**config.mk**
```make
export PLATFORM = sky130hd
export DESIGN_NAME = record_control
export DESIGN_NICKNAME = d
export VERILOG_FILES = /design/src/common/audio_recorder_pkg.sv /design/src/recorder/record_control.sv
export SDC_FILE = /design/constraint.sdc
export NUM_CORES = 1
export LEC_CHECK = 0
export ABC_AREA = 1
export BUFFER_PORTS_ARGS = -buffer_cell sky130_fd_sc_hd__clkbuf_2
export CAP_MARGIN = 40
export CORE_MARGIN = 1.5
export CORE_UTILIZATION = 58
export DETAILED_ROUTE_END_ITERATION = 10
export GPL_ROUTABILITY_DRIVEN = 0
export HOLD_SLACK_MARGIN = 0.08
export PLACE_DENSITY = 0.88
export SETUP_SLACK_MARGIN = 0.05
export SLEW_MARGIN = 25
export SYNTH_ARGS = -nofsm -noshare
export SYNTH_HDL_FRONTEND = slang
export SYNTH_SLANG_ARGS = --single-unit
```
**constraint.sdc**
```tcl
create_clock -name clock -period 2.88 [get_ports clock]
set_input_delay 0 -clock clock [delete_from_list [all_inputs] [get_ports clock]]
set_output_delay 0 -clock clock [all_outputs]
set_load 0.01 [all_outputs]
```
**src/common/audio_recorder_pkg.sv**
```systemverilog
package audio_recorder_pkg;

  //////////////////////////////////////////////////////////////////////
  // data types
  //////////////////////////////////////////////////////////////////////

  // one 8-bit pcm sample, as captured and replayed
  typedef logic [7:0] sample_t;

  // volume step handed to the codec driver
  typedef logic [4:0] volume_t;

  // record while the button is released, replay while it is held
  typedef enum logic {
    MODE_RECORD   = 1'b0,
    MODE_PLAYBACK = 1'b1
  } mode_e;

  //////////////////////////////////////////////////////////////////////
  // volume limits
  //////////////////////////////////////////////////////////////////////

  // value after reset
  localparam volume_t VOLUME_RESET = 5'd8;

  // upper end of the range, the lower end is 0
  localparam volume_t VOLUME_MAX = 5'd31;

endpackage

```
**src/recorder/record_control.sv**
```systemverilog
`timescale 1ns/100ps

module record_control #(
  parameter int ADDR_WIDTH = 16
) (
  input  logic                         clock,
  input  logic                         reset,
  input  logic                         playback,
  input  logic                         tick,
  input  audio_recorder_pkg::sample_t  sample_in,
  input  audio_recorder_pkg::sample_t  read_data,
  output logic                         restart,
  output logic [ADDR_WIDTH-1:0]        address,
  output logic                         write_enable,
  output audio_recorder_pkg::sample_t  write_data,
  output audio_recorder_pkg::sample_t  sample_out,
  output audio_recorder_pkg::mode_e    mode
);

  import audio_recorder_pkg::*;

  // the top word is never written, so a full memory holds 2^n-1 samples
  localparam logic [ADDR_WIDTH-1:0] ADDR_LAST = '1;

  mode_e                 next_mode;
  logic                  mode_change;
  logic [ADDR_WIDTH-1:0] address_next;
  logic [ADDR_WIDTH-1:0] recorded_length;
  logic                  memory_full;

  assign next_mode    = playback ? MODE_PLAYBACK : MODE_RECORD;
  assign mode_change  = (next_mode != mode);
  assign address_next = address + 1'b1;
  assign memory_full  = (address == ADDR_LAST);

  //////////////////////////////////////////////////////////////////////
  // memory write port
  //////////////////////////////////////////////////////////////////////

  // store the current sample on a record tick, unless the mode is leaving
  assign write_enable = (mode == MODE_RECORD) && tick && !mode_change && !memory_full;
  assign write_data   = sample_in;

  //////////////////////////////////////////////////////////////////////
  // mode, address and length
  //////////////////////////////////////////////////////////////////////

  always_ff @(posedge clock)
  begin
    if (reset)
    begin
      mode            <= MODE_RECORD;
      restart         <= 1'b0;
      address         <= '0;
      recorded_length <= '0;
    end
    else
    begin
      restart <= mode_change;
      if (mode_change)
      begin
        mode    <= next_mode;
        address <= '0;
        // the address at this point is the number of samples written
        if (next_mode == MODE_PLAYBACK)
          recorded_length <= address;
      end
      else if (tick)
      begin
        if (mode == MODE_RECORD)
        begin
          if (!memory_full)
            address <= address_next;
        end
        else if (recorded_length != '0)
        begin
          // loop back to the first sample after the last recorded one
          if (address_next == recorded_length)
            address <= '0;
          else
            address <= address_next;
        end
      end
    end
  end

  //////////////////////////////////////////////////////////////////////
  // output sample
  //////////////////////////////////////////////////////////////////////

  // read_data already holds the word at address when the tick arrives
  always_ff @(posedge clock)
  begin
    if (reset)
    begin
      sample_out <= '0;
    end
    else if (mode_change)
    begin
      // silence until playback produces its first sample
      sample_out <= '0;
    end
    else if (tick && (mode == MODE_PLAYBACK))
    begin
      if (recorded_length == '0)
        sample_out <= '0;
      else
        sample_out <= read_data;
    end
  end

endmodule

```
==> flow_summary.json, run 1 <==
{
  "sw_frac_of_total": 0.2784,
  "crit_top_cell": "nand2_1",
  "period_share": 0.7947,
  "mostFrequentLayoutCell": "nand2_1",
  "yosysUniqueCellTypes": 25,
  "clock-sinks": 42,
  "yosysSeqAreaShare": 0.3453,
  "power_density_nw_per_um2": 419.3,
  "gr-total-overflow": 0,
  "stdcell_count": 484,
  "routed_via_density": 5.481,
  "synthesis.nets": 407,
  "leakage_nw": 1.201,
  "drv_slew": 0,
  "ys_warn_count": 0,
  "drt-initial-drc-count": 289,
  "vias": 2653,
  "layout_setup_ws_ns": 0.5913,
  "ys_seq_elements": 42,
  "relSlewSlack": 0.6445,
  "clkLatencyLatePin_ns": 0.30,
  "cts_buffers": 5,
  "drive_gt1_frac": 0.1336,
  "cts_tree": "yes",
  "worst_setup_path_start_kind": "flip-flop",
  "clkTransAtPathRegs_ns": 0.08,
  "placement_rows": 23,
  "regArea_um2": 840.8,
  "die_x_um": 67.79,
  "wl_per_cell_um": 13.22,
  "path_buf_inv": 0,
  "endpoint_kind": "flip-flop",
  "utilization": 0.7152,
  "path_class": "flip-flop to flip-flop",
  "crit_path_max_incr_delay_ns": 0.48,
  "grt_pass1_vias": 2279,
  "dp_slack_ns": 0.6445,
  "fmax_mhz": 436.9,
  "numPortBuffers": 38,
  "seq_power_share": 0.517,
  "final_cell_mix": "119 x nand2_1, 46 x a21oi_1, 45 x nand3_1",
  "coreArea_um2": 4029,
  "cts_resized": 0,
  "multi_input_area_um2": 1326,
  "net-switching-power_mw": 0.3364,
  "critPathRequiredTime_ns": 3.04,
  "power_frac_comb": 0.157,
  "status": "complete, no violations",
  "area_delta_synth_final_pct": 18.35,
  "dp_cells": 456,
  "setup_viol": 0,
  "hp-class": "input port to flip-flop",
  "fin_total_pwr_mw": 1.208,
  "hold_buffers": 19,
  "num_io_pins": 55,
  "ant_nets": 0,
  "cts_root_buf": "clkbuf_8",
  "path_max_fanout": 16,
  "routed_wl_um": 6397,
  "cap_violations": 0,
  "rsz0062_at_grt": "false",
  "netlist_instances": 385,
  "cts_buffer_depth": 2,
  "slowest_stage": "dfxtp_1",
  "synth.avg_cell_area_um2": 6.324,
  "diodes": 0,
  "start_util": 0.6043,
  "antenna_found_initial": 0,
  "drc_errors": 0,
  "power_frac_clock": 0.326,
  "die_area_um2": 4595,
  "htreeDepth": 2,
  "intPower_mw": 0.8718,
  "cp_top_family": "simple AND/OR/NAND/NOR gates",
  "fillCellCount": 338,
  "vdd_drop_max_mv": 0.3288,
  "fin_nets": 455,
  "place.detailed.hpwl_um": 4340,
  "tns_ns": 0,
  "die_h_um": 67.79,
  "syn_area_um2": 2435,
  "worst_slew_pin_slew_ns": 0.5327,
  "grt_usage": 0.2969,
  "grt_max_degree": 33,
  "cp.arrival_ns": 2.45,
  "min_period_ns": 2.289,
  "grt_pass1_wl_um": 10260,
  "post_cts_buffers": 0,
  "hold_viol": 0,
  "crit_path_cell_trace": "ha_1 -> nand3_1 -> nor2_1 -> nand3_1 -> nand2_1 -> nand3_1 -> nand2_1 -> nand2_1 -> nor2_1 -> nand3_4 -> nand2_1 -> a21oi_1",
  "clock_skew_ns": 0.006798,
  "first_pass_iters": 5
}
-- path summary, 6_finish.rpt --
path / from / to / slack [ns] / depth (start not counted)
setup / recovery: address[0] / address[14] / 0.59 / 12
hold / removal: tick / sample_out[5] / 0.20 / 4
setup reg to reg: address[0] / address[14] / 0.59 / 12
hold reg to reg: sample_out[1] / sample_out[1] / 0.47 / 2
-- cells by family (layout without fill, tap and decap cells) --
logic type      after synthesis  in the layout  share of synthesized area
compound gates               65             65                     0.1362
xor+xnor                      2              2                    0.01336
fa+ha+maj                     2              2                    0.01028
buf+inv                      60            109                     0.1100
flops                        42             42                     0.3453
simple gates                214            214                     0.3849
-- flip-flops by register name (all words and copies together) (netlist names) --
name and cells:
address 16, mode 1, recorded_length 16, restart 1, sample_out 8
-- cell usage after synthesis (all sizes together) --
master  instances  share of area
nand2         121           0.19
a21oi          47          0.098
nand3          46           0.10
dfxtp          42           0.35
inv            40          0.062
nor2           35          0.066
o21ai          17          0.035
buf            13          0.038
nand4           9          0.023
clkbuf          6         0.0092
ha              2          0.010
and2            1         0.0026
clkinv          1         0.0015
nor3            1         0.0021
nor4            1         0.0026
o21bai          1         0.0031
xor2            1         0.0036
xor3            1         0.0098
-- power by group through the flow --
stage          clock network, mW  logic [mW]  registers [mW]
6_report                   0.394       0.190           0.624
5_1_grt                    0.427       0.211           0.626
4_1_cts                    0.404       0.183           0.623
3_5_place_dp                   0       0.158           0.637
3_3_place_gp                   0       0.154           0.635
2_1_floorplan                  0       0.122           0.635
-- layer usage --
layer / global-route usage / wire length (um) / up-vias
met5: 0 / 0 / -
met1: 0.3871 / 2653 / 1172
met2: 0.4828 / 3054 / 131
met4: 0.1100 / 131 / 0
met3: 0.06167 / 558 / 12
li1: - / - / 1338
-- cell type report --
type / instances / area share
clock buffer: 7 / 0.02996
clock inverter: 1 / 0.001737
inverter: 41 / 0.05341
multi-input combinational: 283 / 0.4603
sequential: 42 / 0.2918
tap: 50 / 0.02171
timing repair buffer: 60 / 0.1411
-- per-stage QoR --
stage / hold slack (ns) / instance area (um2)
CTS: 0.1911 / 2870
finish: 0.2031 / 2882
detailed placement: 0.00007494 / 2589
global route: 0.2343 / 2882
floorplan: 0.07821 / 2435
global placement: 0.00007494 / 2589
-- worst register-to-register path, delay by kind of cell (launching register included) --
family / cells / cell delay (ns)
AO/OA/AOI/OAI: 1 / 0.07
adder cells (fa/ha/maj): 1 / 0.25
flip-flops: 1 / 0.48
AND/OR/NAND/NOR: 10 / 1.36
No activity file was read; power rests on OpenSTA's default activity.
==> run 2: changes to the inputs <==
--- a/config.mk
+++ b/config.mk
@@ -9,11 +9,11 @@
 export BUFFER_PORTS_ARGS = -buffer_cell sky130_fd_sc_hd__clkbuf_2
 export CAP_MARGIN = 40
 export CORE_MARGIN = 1.5
-export CORE_UTILIZATION = 58
+export CORE_UTILIZATION = 49
 export DETAILED_ROUTE_END_ITERATION = 10
 export GPL_ROUTABILITY_DRIVEN = 0
 export HOLD_SLACK_MARGIN = 0.08
-export PLACE_DENSITY = 0.88
+export PLACE_DENSITY = 0.79
 export SETUP_SLACK_MARGIN = 0.05
 export SLEW_MARGIN = 25
 export SYNTH_ARGS = -nofsm -noshare
==> constraint.sdc (replaced) <==
create_clock -name clock -period 2 [get_ports clock]
set_input_delay 0 -clock clock [delete_from_list [all_inputs] [get_ports clock]]
set_output_delay 0 -clock clock [all_outputs]
set_load 0.01 [all_outputs]
==> flow_summary.json, run 2 (synthesized netlist as in run 1, its figures left out) <==
{
  "start_util": 0.5121,
  "dp_cells": 490,
  "cp.arrival_ns": 2.27,
  "dp_slack_ns": -0.03741,
  "hp-class": "input port to flip-flop",
  "endpoint_kind": "flip-flop",
  "setup_viol": 16,
  "power_frac_comb": 0.175,
  "largest_registers": "address x16, recorded_length x16, sample_out x8",
  "rsz0062_at_grt": "true",
  "cap_violations": 0,
  "ant_nets": 0,
  "stdcell_count": 524,
  "cts_buffers": 5,
  "cp_top_family": "simple AND/OR/NAND/NOR gates",
  "antenna_found_initial": 0,
  "cts_buffer_depth": 2,
  "diodes": 0,
  "fin_total_pwr_mw": 1.786,
  "routed_via_density": 5.544,
  "path_max_fanout": 8,
  "clock_skew_ns": 0.003576,
  "vias": 2905,
  "hp-start": "tick",
  "path_class": "flip-flop to flip-flop",
  "vdd_drop_max_mv": 0.4252,
  "net-switching-power_mw": 0.5147,
  "intPower_mw": 1.271,
  "critPathLaunch": "address[1]",
  "die_area_um2": 5401,
  "num_io_pins": 55,
  "hold_viol": 0,
  "drv_slew": 0,
  "violations": "setup timing",
  "first_pass_iters": 6,
  "power_frac_clock": 0.322,
  "leakage_nw": 1.371,
  "coreArea_um2": 4755,
  "worst_hold_slack_ns": 0.2057,
  "layout_setup_ws_ns": -0.08024,
  "clkTransAtPathRegs_ns": 0.08,
  "status": "complete, but fails checks",
  "grt_usage": 0.2817,
  "place.detailed.hpwl_um": 4523,
  "critPathRequiredTime_ns": 2.19,
  "clkLatencyLatePin_ns": 0.30,
  "period_share": 1.040,
  "gr-total-overflow": 0,
  "drt-initial-drc-count": 311,
  "reg2reg_from": "address[1]",
  "cts_tree": "yes",
  "power_density_nw_per_um2": 548.9,
  "tns_ns": -0.5365,
  "die_h_um": 73.49,
  "clock-sinks": 42,
  "htreeDepth": 2,
  "cts_root_buf": "clkbuf_8",
  "min_period_ns": 2.080,
  "worst_setup_path_start_kind": "flip-flop",
  "area_delta_synth_final_pct": 33.61,
  "final_cell_mix": "104 x nand2_1, 42 x a21oi_1, 41 x nand3_1",
  "drc_errors": 0,
  "placement_rows": 25,
  "fin_nets": 478,
  "sw_frac_of_total": 0.2883,
  "fmax_mhz": 480.7,
  "placedInstanceArea_um2": 2753,
  "relSlewSlack": 0.7441,
  "fillCellCount": 421,
  "worst_slew_pin_slew_ns": 0.3803,
  "drive_gt1_frac": 0.2560,
  "grt_pass1_wl_um": 11670,
  "grt_max_degree": 33,
  "grt_pass1_vias": 2577,
  "path_buf_inv": 0,
  "crit_path_cell_trace": "ha_4 -> nand2_4 -> nor2_4 -> nand3_1 -> nand3_1 -> nand2_1 -> nor2_1 -> nand2_1 -> nor2_4 -> nand3_4 -> nand2_2 -> a21oi_2",
  "routed_wl_um": 7555,
  "mostFrequentLayoutCell": "nand2_1",
  "utilization": 0.6842,
  "seq_power_share": 0.503,
  "slowest_stage": "dfxtp_4",
  "wl_per_cell_um": 14.42,
  "fin_area_um2": 3253,
  "numPortBuffers": 38,
  "crit_path_max_incr_delay_ns": 0.38,
  "die_x_um": 73.49
}
run 2: cell types whose count changed in the layout (fill, tap and decap cells not counted), moves of 4 or more:
cell / delta
nand2_2: +12
buf_4: +21
nand3_1: -4
a21oi_1: -4
dfxtp_2: +6
nand3_2: +4
nor2_4: +4
nand2_1: -15
dfxtp_1: -8
run 2: final cells by class:
type                            instances  area [um2]  area share
Multi-Input combinational cell        284        1484      0.4562
Sequential cell                        42       855.8      0.2631
Timing Repair Buffer                   82       584.3      0.1796
Inverter                               41       153.9     0.04731
Clock buffer                            7       86.33     0.02654
Tap cell                               67       83.83     0.02577
Clock inverter                          1       5.005    0.001538
run 2: worst paths after layout:
path / to / slack [ns] / cells past startpoint
setup / recovery: address[7] / -0.08 / 12
hold / removal: sample_out[7] / 0.21 / 4
setup reg to reg: address[7] / -0.08 / 12
hold reg to reg: sample_out[3] / 0.47 / 2
run 2: what timing repair did:
item	in CTS	in global routing
resized for setup	13	34
endpoints found under the hold margin	18	0
hold buffers	19	0
pin swaps	8	10
setup endpoints to repair	16	16
gates cloned	1	0
buffers inserted	5	1
run 2: worst register-to-register path: stages (launching register included):
cell and delay (ns):
dfxtp_4 0.38, ha_4 0.15, nand2_4 0.07, nor2_4 0.19, nand3_1 0.16, nand3_1 0.15
nand2_1 0.06, nor2_1 0.12, nand2_1 0.11, nor2_4 0.18, nand3_4 0.19, nand2_2 0.15
a21oi_2 0.07
run 2: power by group through the flow:
stage | clock network [mW] | logic (mW) | registers (mW)
5_1_grt | 0.609 | 0.345 | 0.901
6_report | 0.576 | 0.313 | 0.897
3_5_place_dp | 0 | 0.243 | 0.916
4_1_cts | 0.585 | 0.299 | 0.895
2_1_floorplan | 0 | 0.175 | 0.914
3_3_place_gp | 0 | 0.239 | 0.914
run 2: per-layer routing:
| metal | wire length, um | up-vias | track usage |
|---|---|---|---|
| li1 | - | 1382 | - |
| met1 | 3047 | 1309 | 0.3495 |
| met2 | 3697 | 183 | 0.4795 |
| met3 | 572 | 31 | 0.04938 |
| met4 | 237 | 0 | 0.1173 |
| met5 | 0 | - | 0 |
==> run 3: changes to the inputs <==
--- a/config.mk
+++ b/config.mk
@@ -13,6 +13,7 @@
 export DETAILED_ROUTE_END_ITERATION = 10
 export GPL_ROUTABILITY_DRIVEN = 0
 export HOLD_SLACK_MARGIN = 0.08
+export MAX_ROUTING_LAYER = met4
 export PLACE_DENSITY = 0.79
 export SETUP_SLACK_MARGIN = 0.05
 export SLEW_MARGIN = 25
==> flow_summary.json, run 3 (synthesized netlist as in run 1, its figures left out) <==
{
  "status": "complete, but fails checks",
  "violations": "setup timing",
  "seq_power_share": 0.502,
  "grt_pass1_wl_um": 11670,
  "multi_input_area_um2": 1484,
  "vdd_drop_max_mv": 0.4249,
  "vias": 2852,
  "drv_slew": 0,
  "fin_area_um2": 3253,
  "clkLatencyLatePin_ns": 0.30,
  "area_delta_synth_final_pct": 33.61,
  "path_buf_inv": 0,
  "grt_max_degree": 33,
  "hold_viol": 0,
  "drc_errors": 0,
  "start_util": 0.5121,
  "drt-initial-drc-count": 235,
  "diodes": 0,
  "intPower_mw": 1.271,
  "cts_tree": "yes",
  "fin_total_pwr_mw": 1.786,
  "drive_gt1_frac": 0.2560,
  "period_share": 1.043,
  "die_h_um": 73.49,
  "hp-class": "input port to flip-flop",
  "coreArea_um2": 4755,
  "fin_nets": 478,
  "setup_viol": 16,
  "path_max_fanout": 8,
  "slowest_stage": "dfxtp_4",
  "path_class": "flip-flop to flip-flop",
  "num_io_pins": 55,
  "clock_skew_ns": 0.005802,
  "die_x_um": 73.49,
  "final_cell_mix": "104 x nand2_1, 42 x a21oi_1, 41 x nand3_1",
  "ant_nets": 0,
  "cp_top_family": "simple AND/OR/NAND/NOR gates",
  "place.detailed.hpwl_um": 4523,
  "largest_registers": "address x16, recorded_length x16, sample_out x8",
  "cts_root_buf": "clkbuf_8",
  "wl_per_cell_um": 14.29,
  "worst_slew_pin_slew_ns": 0.3731,
  "net-switching-power_mw": 0.5156,
  "crit_path_max_incr_delay_ns": 0.38,
  "power_density_nw_per_um2": 549.1,
  "die_area_um2": 5401,
  "first_pass_iters": 6,
  "htreeDepth": 2,
  "regArea_um2": 855.8,
  "cp.arrival_ns": 2.27,
  "gr-total-overflow": 0,
  "routed_via_density": 5.443,
  "cts_buffers": 5,
  "worst_setup_path_start_kind": "flip-flop",
  "dp_cells": 490,
  "layout_setup_ws_ns": -0.08573,
  "power_frac_comb": 0.175,
  "placedInstanceArea_um2": 2753,
  "leakage_nw": 1.371,
  "fmax_mhz": 479.4,
  "antenna_found_initial": 0,
  "placement_rows": 25,
  "routed_wl_um": 7486,
  "cts_buffer_depth": 2,
  "relSlewSlack": 0.7490,
  "critPathRequiredTime_ns": 2.19,
  "grt_usage": 0.2896,
  "cap_violations": 0,
  "min_period_ns": 2.086,
  "clkTransAtPathRegs_ns": 0.08,
  "tns_ns": -0.6598,
  "dp_slack_ns": -0.03741,
  "stdcell_count": 524,
  "grt_pass1_vias": 2576,
  "power_frac_clock": 0.323,
  "clock-sinks": 42,
  "fillCellCount": 421,
  "numPortBuffers": 38,
  "rsz0062_at_grt": "true",
  "sw_frac_of_total": 0.2886,
  "endpoint_kind": "flip-flop",
  "mostFrequentLayoutCell": "nand2_1",
  "crit_path_cell_trace": "ha_4 -> nand2_4 -> nor2_4 -> nand3_1 -> nand3_1 -> nand2_1 -> nor2_1 -> nand2_1 -> nor2_4 -> nand3_4 -> nand2_2 -> a21oi_2"
}
-- run 3: power groups by stage --
stage,combinational [mW],sequential (mW),clock (mW)
6_report,0.312,0.897,0.577
5_1_grt,0.345,0.901,0.605
4_1_cts,0.299,0.895,0.585
3_5_place_dp,0.243,0.916,0
3_3_place_gp,0.239,0.914,0
2_1_floorplan,0.175,0.914,0
-- run 3: layout make-up --
cell class,instances,share of cell area
clock buffers,7,0.02654
clock inverters,1,0.001538
inverters,41,0.04731
multi-input cells,284,0.4562
flip-flops and latches,42,0.2631
well taps,67,0.02577
repair buffers,82,0.1796
-- run 3: stage by stage --
step	util	hold WS, ns
finish	0.6842	0.2049
global route	0.6842	0.2710
CTS	0.6597	0.1954
detailed placement	0.5789	0.00006862
global placement	0.5789	0.00006862
floorplan	-	0.07821
-- run 3: worst paths after layout --
path	from	endpoint	slack, ns	cells past startpoint
worst min register to register	sample_out[6]	sample_out[6]	0.47	2
worst max register to register	address[1]	address[7]	-0.09	12
worst min-delay path	tick	sample_out[7]	0.20	4
worst max-delay path	address[1]	address[7]	-0.09	12
-- run 3: per-layer routing --
metal	share of wire	vias up	global-route usage
met5	0	-	-
met2	0.49	145	0.4815
met1	0.42	1291	0.3487
met4	0.036	0	0.1132
met3	0.056	31	0.04938
li1	-	1385	-
-- run 3: timing repair --
action / CTS / global route
pin swaps: 8 / 10
hold buffers: 19 / 0
buffers inserted: 5 / 1
gates cloned: 1 / 0
hold endpoints to repair: 18 / 0
resized for setup: 13 / 34
endpoints found under the setup margin: 16 / 16
-- run 3: worst reg2reg max path, cell delays in order (launching register included) --
cell and delay (ns):
dfxtp_4 0.38, ha_4 0.15, nand2_4 0.07, nor2_4 0.19, nand3_1 0.16, nand3_1 0.14, nand2_1 0.06, nor2_1 0.12
nand2_1 0.12, nor2_4 0.18, nand3_4 0.19, nand2_2 0.15, a21oi_2 0.07
